$ cat src/rob_config.svh
`ifndef ROB_CONFIG_SVH
`define ROB_CONFIG_SVH

// buffer depth and index width
// depth must stay a power of two
`define robEntries 8
`define robTagWidth 3

// architectural register file
`define regCount 32
`define regIdxWidth 5

// operand and result width
`define dataWidth 32

`endif

$ cat src/logic/robPkg.sv
`include "rob_config.svh"

package robPkg;

    // names the buffer entry that produces a value
    typedef logic [`robTagWidth-1:0] robTag;

    // architectural register number
    typedef logic [`regIdxWidth-1:0] regIdx;

    // operand or result value
    typedef logic [`dataWidth-1:0] dataWord;

    // only normal entries write a register at retirement
    typedef enum logic [1:0] {
        classNormal = 2'd0,
        classBranch = 2'd1,
        classStore  = 2'd2
    } instClass;

endpackage

$ cat src/logic/regStatusFile.sv
`timescale 1ns/10ps

`include "rob_config.svh"

module regStatusFile
    import robPkg::*;
(
    input  logic    clk,
    input  logic    rst,
    input  regIdx   readReg1,
    input  regIdx   readReg2,
    output logic    readBusy1,
    output logic    readBusy2,
    output robTag   readTag1,
    output robTag   readTag2,
    output dataWord readData1,
    output dataWord readData2,
    input  logic    renameValid,
    input  regIdx   renameReg,
    input  robTag   renameTag,
    input  logic    commitWrite,
    input  regIdx   commitReg,
    input  dataWord commitData,
    input  robTag   commitTag
);

    dataWord regValue [`regCount];
    robTag   busyTag [`regCount];
    logic [`regCount-1:0] regBusy;

    logic clearHit1;
    logic clearHit2;

    // commit of the latest producer frees the register this cycle
    assign clearHit1 = commitWrite && (commitReg == readReg1) && (commitTag == busyTag[readReg1]);
    assign clearHit2 = commitWrite && (commitReg == readReg2) && (commitTag == busyTag[readReg2]);

    assign readBusy1 = regBusy[readReg1] && !clearHit1;
    assign readBusy2 = regBusy[readReg2] && !clearHit2;
    assign readTag1 = busyTag[readReg1];
    assign readTag2 = busyTag[readReg2];
    assign readData1 = clearHit1 ? commitData : regValue[readReg1];
    assign readData2 = clearHit2 ? commitData : regValue[readReg2];

    always_ff @(posedge clk) begin
        if (rst) begin
            for (int i = 0; i < `regCount; i++) begin
                regValue[i] <= '0;
                busyTag[i] <= '0;
            end
            regBusy <= '0;
        end else begin
            if (commitWrite) begin
                regValue[commitReg] <= commitData;
                // older commit leaves a newer rename busy
                if (busyTag[commitReg] == commitTag) begin
                    regBusy[commitReg] <= 1'b0;
                end
            end
            // placed last so a same-cycle rename overrides the clear
            if (renameValid) begin
                regBusy[renameReg] <= 1'b1;
                busyTag[renameReg] <= renameTag;
            end
        end
    end

endmodule

$ cat src/logic/renameStage.sv
`timescale 1ns/10ps

module renameStage
    import robPkg::*;
(
    input  regIdx   issueSrc1,
    input  regIdx   issueSrc2,
    output regIdx   readReg1,
    output regIdx   readReg2,
    input  logic    readBusy1,
    input  logic    readBusy2,
    input  robTag   readTag1,
    input  robTag   readTag2,
    input  dataWord readData1,
    input  dataWord readData2,
    output robTag   lookupTag1,
    output robTag   lookupTag2,
    input  logic    lookupReady1,
    input  logic    lookupReady2,
    input  dataWord lookupData1,
    input  dataWord lookupData2,
    output logic    operand1Ready,
    output dataWord operand1Data,
    output robTag   operand1Tag,
    output logic    operand2Ready,
    output dataWord operand2Data,
    output robTag   operand2Tag
);

    assign readReg1 = issueSrc1;
    assign readReg2 = issueSrc2;

    // pending producer is looked up in the buffer
    assign lookupTag1 = readTag1;
    assign lookupTag2 = readTag2;

    always_comb begin
        if (!readBusy1) begin
            operand1Ready = 1'b1;
            operand1Data = readData1;
        end else begin
            operand1Ready = lookupReady1;
            operand1Data = lookupData1;
        end
        if (!readBusy2) begin
            operand2Ready = 1'b1;
            operand2Data = readData2;
        end else begin
            operand2Ready = lookupReady2;
            operand2Data = lookupData2;
        end
    end

    // tag the consumer waits on when not ready
    assign operand1Tag = readTag1;
    assign operand2Tag = readTag2;

endmodule

$ cat src/logic/reorderBuffer.sv
`timescale 1ns/10ps

`include "rob_config.svh"

module reorderBuffer
    import robPkg::*;
(
    input  logic     clk,
    input  logic     rst,
    input  logic     issueValid,
    input  instClass issueClass,
    input  regIdx    issueDest,
    output robTag    issueTag,
    output logic     robFull,
    output logic     renameStrobe,
    output robTag    renameTag,
    input  logic     aluValid,
    input  robTag    aluTag,
    input  dataWord  aluData,
    input  logic     branchValid,
    input  robTag    branchTag,
    input  dataWord  branchData,
    input  logic     lsuValid,
    input  robTag    lsuTag,
    input  dataWord  lsuData,
    input  robTag    lookupTag1,
    input  robTag    lookupTag2,
    output logic     lookupReady1,
    output logic     lookupReady2,
    output dataWord  lookupData1,
    output dataWord  lookupData2,
    output logic     commitValid,
    output logic     commitWrite,
    output regIdx    commitReg,
    output dataWord  commitData,
    output robTag    commitTag
);

    instClass entryClass [`robEntries];
    regIdx    entryDest [`robEntries];
    dataWord  entryData [`robEntries];
    logic [`robEntries-1:0] entryDone;

    robTag headPtr;
    robTag tailPtr;
    // one bit wider than a tag so a full buffer is distinguishable
    logic [`robTagWidth:0] count;

    logic issueAccept;

    assign robFull = (count == (`robTagWidth+1)'(`robEntries));
    assign issueAccept = issueValid && !robFull;
    assign issueTag = tailPtr;

    // register file only tracks producers that write a register
    assign renameStrobe = issueAccept && (issueClass == classNormal);
    assign renameTag = tailPtr;

    // head retires in the cycle it is seen done
    assign commitValid = (count != '0) && entryDone[headPtr];
    assign commitWrite = commitValid && (entryClass[headPtr] == classNormal);
    assign commitReg = entryDest[headPtr];
    assign commitData = entryData[headPtr];
    assign commitTag = headPtr;

    // strobes this cycle win over the stored entry
    function automatic void findResult(input robTag tag, output logic ready,
                                       output dataWord data);
        if (aluValid && aluTag == tag) begin
            ready = 1'b1;
            data = aluData;
        end else if (branchValid && branchTag == tag) begin
            ready = 1'b1;
            data = branchData;
        end else if (lsuValid && lsuTag == tag) begin
            ready = 1'b1;
            data = lsuData;
        end else begin
            ready = entryDone[tag];
            data = entryData[tag];
        end
    endfunction

    always_comb begin
        findResult(lookupTag1, lookupReady1, lookupData1);
        findResult(lookupTag2, lookupReady2, lookupData2);
    end

    // entry payload
    always_ff @(posedge clk) begin
        if (issueAccept) begin
            entryClass[tailPtr] <= issueClass;
            entryDest[tailPtr] <= issueDest;
        end
        if (aluValid) begin
            entryData[aluTag] <= aluData;
        end
        if (branchValid) begin
            entryData[branchTag] <= branchData;
        end
        if (lsuValid) begin
            entryData[lsuTag] <= lsuData;
        end
    end

    // strobes never target the tail being issued
    always_ff @(posedge clk) begin
        if (rst) begin
            entryDone <= '0;
        end else begin
            if (issueAccept) begin
                entryDone[tailPtr] <= 1'b0;
            end
            if (aluValid) begin
                entryDone[aluTag] <= 1'b1;
            end
            if (branchValid) begin
                entryDone[branchTag] <= 1'b1;
            end
            if (lsuValid) begin
                entryDone[lsuTag] <= 1'b1;
            end
        end
    end

    always_ff @(posedge clk) begin
        if (rst) begin
            headPtr <= '0;
            tailPtr <= '0;
            count <= '0;
        end else begin
            if (commitValid) begin
                headPtr <= headPtr + 1'b1;
            end
            if (issueAccept) begin
                tailPtr <= tailPtr + 1'b1;
            end
            case ({issueAccept, commitValid})
                2'b10: count <= count + 1'b1;
                2'b01: count <= count - 1'b1;
                default: count <= count;
            endcase
        end
    end

endmodule

$ cat src/logic/robSubsystem.sv
`timescale 1ns/10ps

module robSubsystem
    import robPkg::*;
(
    input  logic     clk,
    input  logic     rst,
    input  logic     issueValid,
    input  instClass issueClass,
    input  regIdx    issueDest,
    input  regIdx    issueSrc1,
    input  regIdx    issueSrc2,
    output robTag    issueTag,
    output logic     robFull,
    output logic     operand1Ready,
    output dataWord  operand1Data,
    output robTag    operand1Tag,
    output logic     operand2Ready,
    output dataWord  operand2Data,
    output robTag    operand2Tag,
    input  logic     aluValid,
    input  robTag    aluTag,
    input  dataWord  aluData,
    input  logic     branchValid,
    input  robTag    branchTag,
    input  dataWord  branchData,
    input  logic     lsuValid,
    input  robTag    lsuTag,
    input  dataWord  lsuData,
    output logic     commitValid,
    output logic     commitWrite,
    output regIdx    commitReg,
    output dataWord  commitData,
    output robTag    commitTag
);

    logic    renameStrobe;
    robTag   renameTag;
    regIdx   readReg1;
    regIdx   readReg2;
    logic    readBusy1;
    logic    readBusy2;
    robTag   readTag1;
    robTag   readTag2;
    dataWord readData1;
    dataWord readData2;
    robTag   lookupTag1;
    robTag   lookupTag2;
    logic    lookupReady1;
    logic    lookupReady2;
    dataWord lookupData1;
    dataWord lookupData2;

    reorderBuffer reorderBuffer_i (.*);

    // rename only on an accepted normal issue
    regStatusFile regStatusFile_i (
        .*,
        .renameValid(renameStrobe),
        .renameReg(issueDest)
    );

    renameStage renameStage_i (.*);

endmodule

$ cat config.mk
export PLATFORM = sky130hd
export DESIGN_NAME = robSubsystem
export DESIGN_NICKNAME = d
export VERILOG_FILES = /design/src/logic/robPkg.sv /design/src/logic/regStatusFile.sv /design/src/logic/renameStage.sv /design/src/logic/reorderBuffer.sv /design/src/logic/robSubsystem.sv
export VERILOG_INCLUDE_DIRS = /design/src
export SDC_FILE = /design/constraint.sdc
export NUM_CORES = 2
export LEC_CHECK = 0
export BUFFER_PORTS_ARGS = -buffer_cell sky130_fd_sc_hd__buf_4
export CORE_MARGIN = 1
export CORE_UTILIZATION = 30
export DETAILED_ROUTE_END_ITERATION = 7
export SYNTH_ARGS = -nofsm -noshare
export SYNTH_HDL_FRONTEND = slang
export SYNTH_HIERARCHICAL = 1
export SYNTH_SLANG_ARGS = --single-unit
$ cat constraint.sdc
create_clock -name clk -period 7.5 [get_ports clk]
set_clock_uncertainty 0.2 [all_clocks]
set_input_delay 0 -clock clk [delete_from_list [all_inputs] [get_ports clk]]
set_output_delay 0 -clock clk [all_outputs]
set_load 0.01 [all_outputs]
=== Yosys cells after proc, flatten, opt, wreduce, memory -nomap -nowiden ===
Memories as Yosys holds them, arrays and structs flattened. A register that Yosys moved wholly into a read port is not among the register bits.
Index checks and enable logic that the tools add are counted.

* Output and inout bits: 118
* Flip-flop bits (word level): 50
* Memories: 5
* Input bits: 128
* Bits in writable memories: 1432

{| class="wikitable"
|+ Memories
! name !! depth !! width !! read ports !! clocked after Yosys merged registers in !! wr ports !! line !! RTL
|-
| regStatusFile_i.regValue || 32 || 32 || 2 || 0 || 32 || regStatusFile.sv:27 || <nowiki>dataWord regValue [`regCount];</nowiki>
|-
| reorderBuffer_i.entryData || 8 || 32 || 3 || 1 || 3 || reorderBuffer.sv:41 || <nowiki>dataWord entryData [`robEntries];</nowiki>
|-
| regStatusFile_i.busyTag || 32 || 3 || 3 || 0 || 32 || regStatusFile.sv:28 || <nowiki>robTag busyTag [`regCount];</nowiki>
|-
| reorderBuffer_i.entryDest || 8 || 5 || 1 || 1 || 1 || reorderBuffer.sv:40 || <nowiki>regIdx entryDest [`robEntries];</nowiki>
|-
| reorderBuffer_i.entryClass || 8 || 2 || 1 || 1 || 1 || reorderBuffer.sv:39 || <nowiki>instClass entryClass [`robEntries];</nowiki>
|}

* Order comparisons: 17
* Add/sub/neg operators: 4
* Mux-type cells: 80
* Eq/ne operators: 14
* Bitwise operators: 8
* Reduce and logical (&&, ||, !) cells: 31

{| class="wikitable"
|+ Operator list
! kind !! number
|-
| $mux W32 || 15
|-
| $mux W8 || 7
|-
| $mux W1 || 37
|-
| $and A32 B32 Y32 || 1
|-
| $not A32 Y32 || 1
|-
| $or A32 B32 Y32 || 1
|-
| $reduce_or A32 Y1 || 1
|-
| $lt A3 B4 Y1 const B || 7
|-
| $eq A3 B3 Y1 || 9
|-
| $lt A5 B6 Y1 const B || 4
|-
| $or A8 B8 Y8 || 3
|-
| $logic_and A1 B1 Y1 || 22
|-
| $mux W3 || 7
|-
| $demux W1 S3 || 4
|-
| $ge A3 B1 Y1 const B || 4
|-
| $bmux W1 S5 || 2
|-
| $demux W1 S5 || 2
|-
| $eq A5 B5 Y1 || 2
|-
| $ge A5 B1 Y1 const B || 2
|-
| $mux W5 || 2
|-
| $bmux W1 S3 || 3
|-
| $and A8 B8 Y8 || 1
|-
| $not A8 Y8 || 1
|-
| $pmux W4 S2 || 1
|-
| 11 further kinds || 15
|}

=== Depth between registers and ports, before layout ===
* Word-level depth: 16
* Depth in mapped cells: 19
* Gate-level depth less buffers: 11

=== Modules after synthesis ===
The synthesis kept the hierarchy.

{| class="wikitable"
|+ By module, submodules not included
! module !! area each (um^2) !! times used !! sequential area each (um^2) !! cells an instance
|-
| regStatusFile || 63203.1 || 1 || 34272.9 || 4197
|-
| reorderBuffer || 24567.3 || 1 || 9789.4 || 2142
|-
| renameStage || 1258.7 || 1 || 0.0 || 96
|}

=== Worst setup path before layout ===
No wires, ideal clock.

* Path type: reg-to-reg
* From: reg (tool-made name)
* To: mem regStatusFile_i/regValue[16][0] (netlist name), enable pin
* Data arrival time: 5.141 ns
* Setup slack: 1.693 ns
* Cell stages (with the launch flop): 10
* Path through: dfxtp_1 > clkbuf_1 > buf_2 > mux4_2 > mux2_2 > clkbuf_1 > buf_1 > or3b_2 > clkbuf_1 > o21ai_0

{| class="wikitable"
|+ RTL lines
! what !! line
|-
| end: declaration || regStatusFile.sv:27
|}

==> run_results.csv <==
group,metric,value,unit
run_status,status,"finished, violations left",
run_status,failed_checks,"max-capacitance violations, max-slew violations",
hold_path,hold_start,"aluData[14]",
global_routing,grt.total_usage,23.0,%
critical_path,criticalPathCategory,"flop to primary output",
yosys,syn-cell-area,89000,um2
global_routing,grt_pass1_vias,62500,
critical_path,reg2reg_from,"reorderBuffer_i/commitTag[1]$_SDFFE_PP0P_",
yosys,synth-main-ff-cell,"edfxtp_1",
placed_design,dp_hpwl,208000,um
sta,drv_slew,33,
final_layout,area_growth,15.7,%
detailed_routing,wl,354000,um
yosys,syn-num-nets,6567,
yosys,synth_area_leaders,"edfxtp_1 (48%), mux4_2 (19%), and2_1 (7.9%)",
final_layout,drive_gt1_share,27.2,%
floorplan,ioPinCount,246,
power_and_ir_drop,power_switching,6.85,mW
critical_path,max_stage_delay,1.00,ns
detailed_routing,ant_nets,0,
yosys,synth.avg_cell_area,13.8,um2
clock_tree,cts-root-buf,"clkbuf_16",
power_and_ir_drop,pwr-share-clk,34.7,%
sta,tns,0,ns
final_layout,final_common_cell,"edfxtp_1",
yosys,yosys.area.top_type,"edfxtp_1",
power_and_ir_drop,netSwitchingFraction,30.1,%
yosys,ys_seq_elements,1485,
global_routing,grt_pass1_wl,489000,um
final_layout,fillers,27900,
final_layout,layout_common_cells,"edfxtp_1 (1,432), and2_1 (1,122), mux4_2 (770), mux2i_1 (424), buf_4 (403)",
clock_tree,cts_buffers,165,
sta,fmax,158,MHz
sta,period_share,84.2,%
critical_path,arrival,6.11,ns
yosys,synthArstFlopShare,0,%
power_and_ir_drop,seqPwrFrac,43.0,%
detailed_routing,via_count,64700,
final_layout,finish.net_count,6716,
yosys,synth_top_area_share,48.3,%
yosys,synth_cell_types,67,
floorplan,die_w,547,um
sta,setup_ws,1.19,ns
power_and_ir_drop,totalPowerFinal,22.8,mW
floorplan,rows,199,
hold_path,min_path_type,"input pin to flop",
critical_path,cp-start-kind,"flop",
detailed_routing,drt_pre_antenna_iters,7,
detailed_routing,viasPerCell,6.07,
critical_path,crit_fanout,46,
sta,relSlewSlack,-3.82,%
sta,period_needed,6.31,ns
power_and_ir_drop,p_int,15.9,mW
detailed_routing,drc,0,
yosys,synth_warnings,6,
global_routing,grt_max_degree,109,
yosys,seq_area_frac_synth,49.5,%
sta,rsz0062_at_grt,"no",
clock_tree,clk_pin_slew_worst_paths,0.06,ns
power_and_ir_drop,cellLeakagePower,36.1,nW
power_and_ir_drop,p_comb_share,22.3,%
floorplan,fp.dieH,547,um
yosys,synth-edff-count,1432,
clock_tree,cts_buffer_depth,3,
placed_design,dp_slack,2.01,ns
floorplan,initial_utilization,30.2,%
critical_path,endpoint_kind,"primary output",
detailed_routing,wl_per_cell,33.2,um
run,max_cap_violations,1,
sta,hold_viol,0,
power_and_ir_drop,vdd_drop_max,0.148,mV
critical_path,cp_slowest_cell,"dfxtp_4",
sta,setup_viol,0,
critical_path,path_cells,"mux4_2, mux2_2, xor2_1, nor4_1, nand3_1, or4_4, a21boi_4, buf_4, mux2_2, buf_4",
clock_tree,clk_latency,0.83,ns
floorplan,die_area,299000,um2
yosys,synthCells,6435,
global_routing,antenna_found_initial,46,
power_and_ir_drop,power_density,221,nW/um2
global_routing,overflow,0,
detailed_routing,drt_iter0_drc,11100,
clock_tree,cts_sinks,1485,
clock_tree,cts_tree,"yes",
clock_tree,htreeDepth,4,
placed_design,io_buffers,245,
critical_path,cp.required,7.30,ns
sta,worst_pin_slew,1.55,ns
placed_design,place.gp.congestion,0.887,
floorplan,coreArea,295000,um2
## power groups by stage
stage	logic, mW	clock network (mW)	registers, mW
floorplan	2.96	0	9.81
global placement	4.73	0	9.91
detailed placement	4.76	0	9.94
CTS	4.94	7.95	9.77
global route	5.20	8.25	9.82
finish	5.08	7.90	9.78
## worst max-delay path: cells and delay by family (launching register included)
family	cells	cell delay, ns
XOR/XNOR	1	0.28
multiplexers	3	1.75
AO/OA/AOI/OAI	1	0.54
flip-flops	1	1.00
AND/OR/NAND/NOR	3	0.82
buffers and inverters	2	0.78
## path summary, 6_finish.rpt
path | to | slack, ns | cells past startpoint
setup / recovery | operand1Data[1] | 1.19 | 10
hold / removal | reorderBuffer_i/entryData[2][14]$_DFFE_PP_ | 0.05 | 4
setup reg to reg | regStatusFile_i/regValue[19][28]$_SDFFCE_PN0P_ | 1.85 | 8
hold reg to reg | reorderBuffer_i/issueTag[1]$_SDFFE_PP0P_ | 0.31 | 2
## kinds of logic (layout without fill, tap and decap cells)
logic type	count (synthesis)	in the layout	share of synthesized area [%]
AOI/OAI and AO/OA	780	780	5.14
adders and majority gates	4	4	0.0562
muxes	1542	1542	29.7
and+or+nand+nor	1784	1784	11.2
other	0	26	0
xor gates and xnor gates	42	42	0.422
buffers and inverters	798	1070	4.00
DFF	1485	1485	49.5
## per-stage QoR
stage	hold slack [ns]	utilization, %	instances	area, um2
after floorplan	-0.101	-	6435	89000
after global placement	0.0645	32.0	9986	94400
final	0.0550	35.0	10700	103000
after CTS	0.000434	34.9	10600	103000
after detailed placement	0.0609	32.1	9989	94400
after global routing	0.0397	34.9	10600	103000
## routing by layer
| layer | share of wire (%) | wire length [um] | vias up | global-route usage, % |
|---|---|---|---|---|
| li1 | - | - | 25100 | - |
| met1 | 36 | 128000 | 33200 | 29.4 |
| met2 | 45 | 159000 | 5354 | 35.3 |
| met3 | 13 | 46100 | 1096 | 6.15 |
| met4 | 6.0 | 21100 | 22 | 12.8 |
| met5 | 0.040 | 140 | - | 0 |
## synthesized netlist by cell type, drive strengths merged (2+ instances only)
cell type	number
a211oi	2
o22ai	2
o211ai	30
a222oi	18
ha	4
xnor2	30
xor2	12
nor3b	11
and2	1124
nor2b	8
a31o	12
mux2	308
or3	19
edfxtp	1432
mux2i	424
o311ai	20
nand3b	8
a22oi	112
o21ai	314
dfxtp	53
and3	2
inv	19
nand4b	6
nor2	279
a31oi	31
clkbuf	541
mux4	810
a21boi	2
or2	4
nand2	213
nand2b	10
buf	238
or3b	5
a21oi	226
nand3	17
nor3	17
and3b	5
and4	2
nand4	51
nor4	2
## final cells by class
type | count | area [um2] | area share, %
diodes | 26 | 65.1 | 0.0632
clock inverters | 81 | 662 | 0.643
inverters | 19 | 77.6 | 0.0753
multi-input cells | 4152 | 42100 | 40.9
well taps | 3919 | 4900 | 4.76
repair buffers | 761 | 6710 | 6.51
clock buffers | 209 | 4370 | 4.24
flip-flops and latches | 1485 | 44100 | 42.8
## what timing repair did
item / CTS / global route
resized for setup: 0 / 0
buffers inserted: 0 / 0
hold buffers: 347 / 0
hold endpoints to repair: 644 / 0
## registers in the layout (all words and copies together), names as in the netlist, named ones only
register	cells
reorderBuffer_i/issueTag	3
reorderBuffer_i/entryData	256
regStatusFile_i/regValue	1024
regStatusFile_i/busyTag	96
reorderBuffer_i/entryClass	16
reorderBuffer_i/entryDest	40
reorderBuffer_i/entryDone	8
regStatusFile_i/regBusy	32
reorderBuffer_i/commitTag	3
reorderBuffer_i/count	4
No activity file was read; power rests on OpenSTA's default activity.
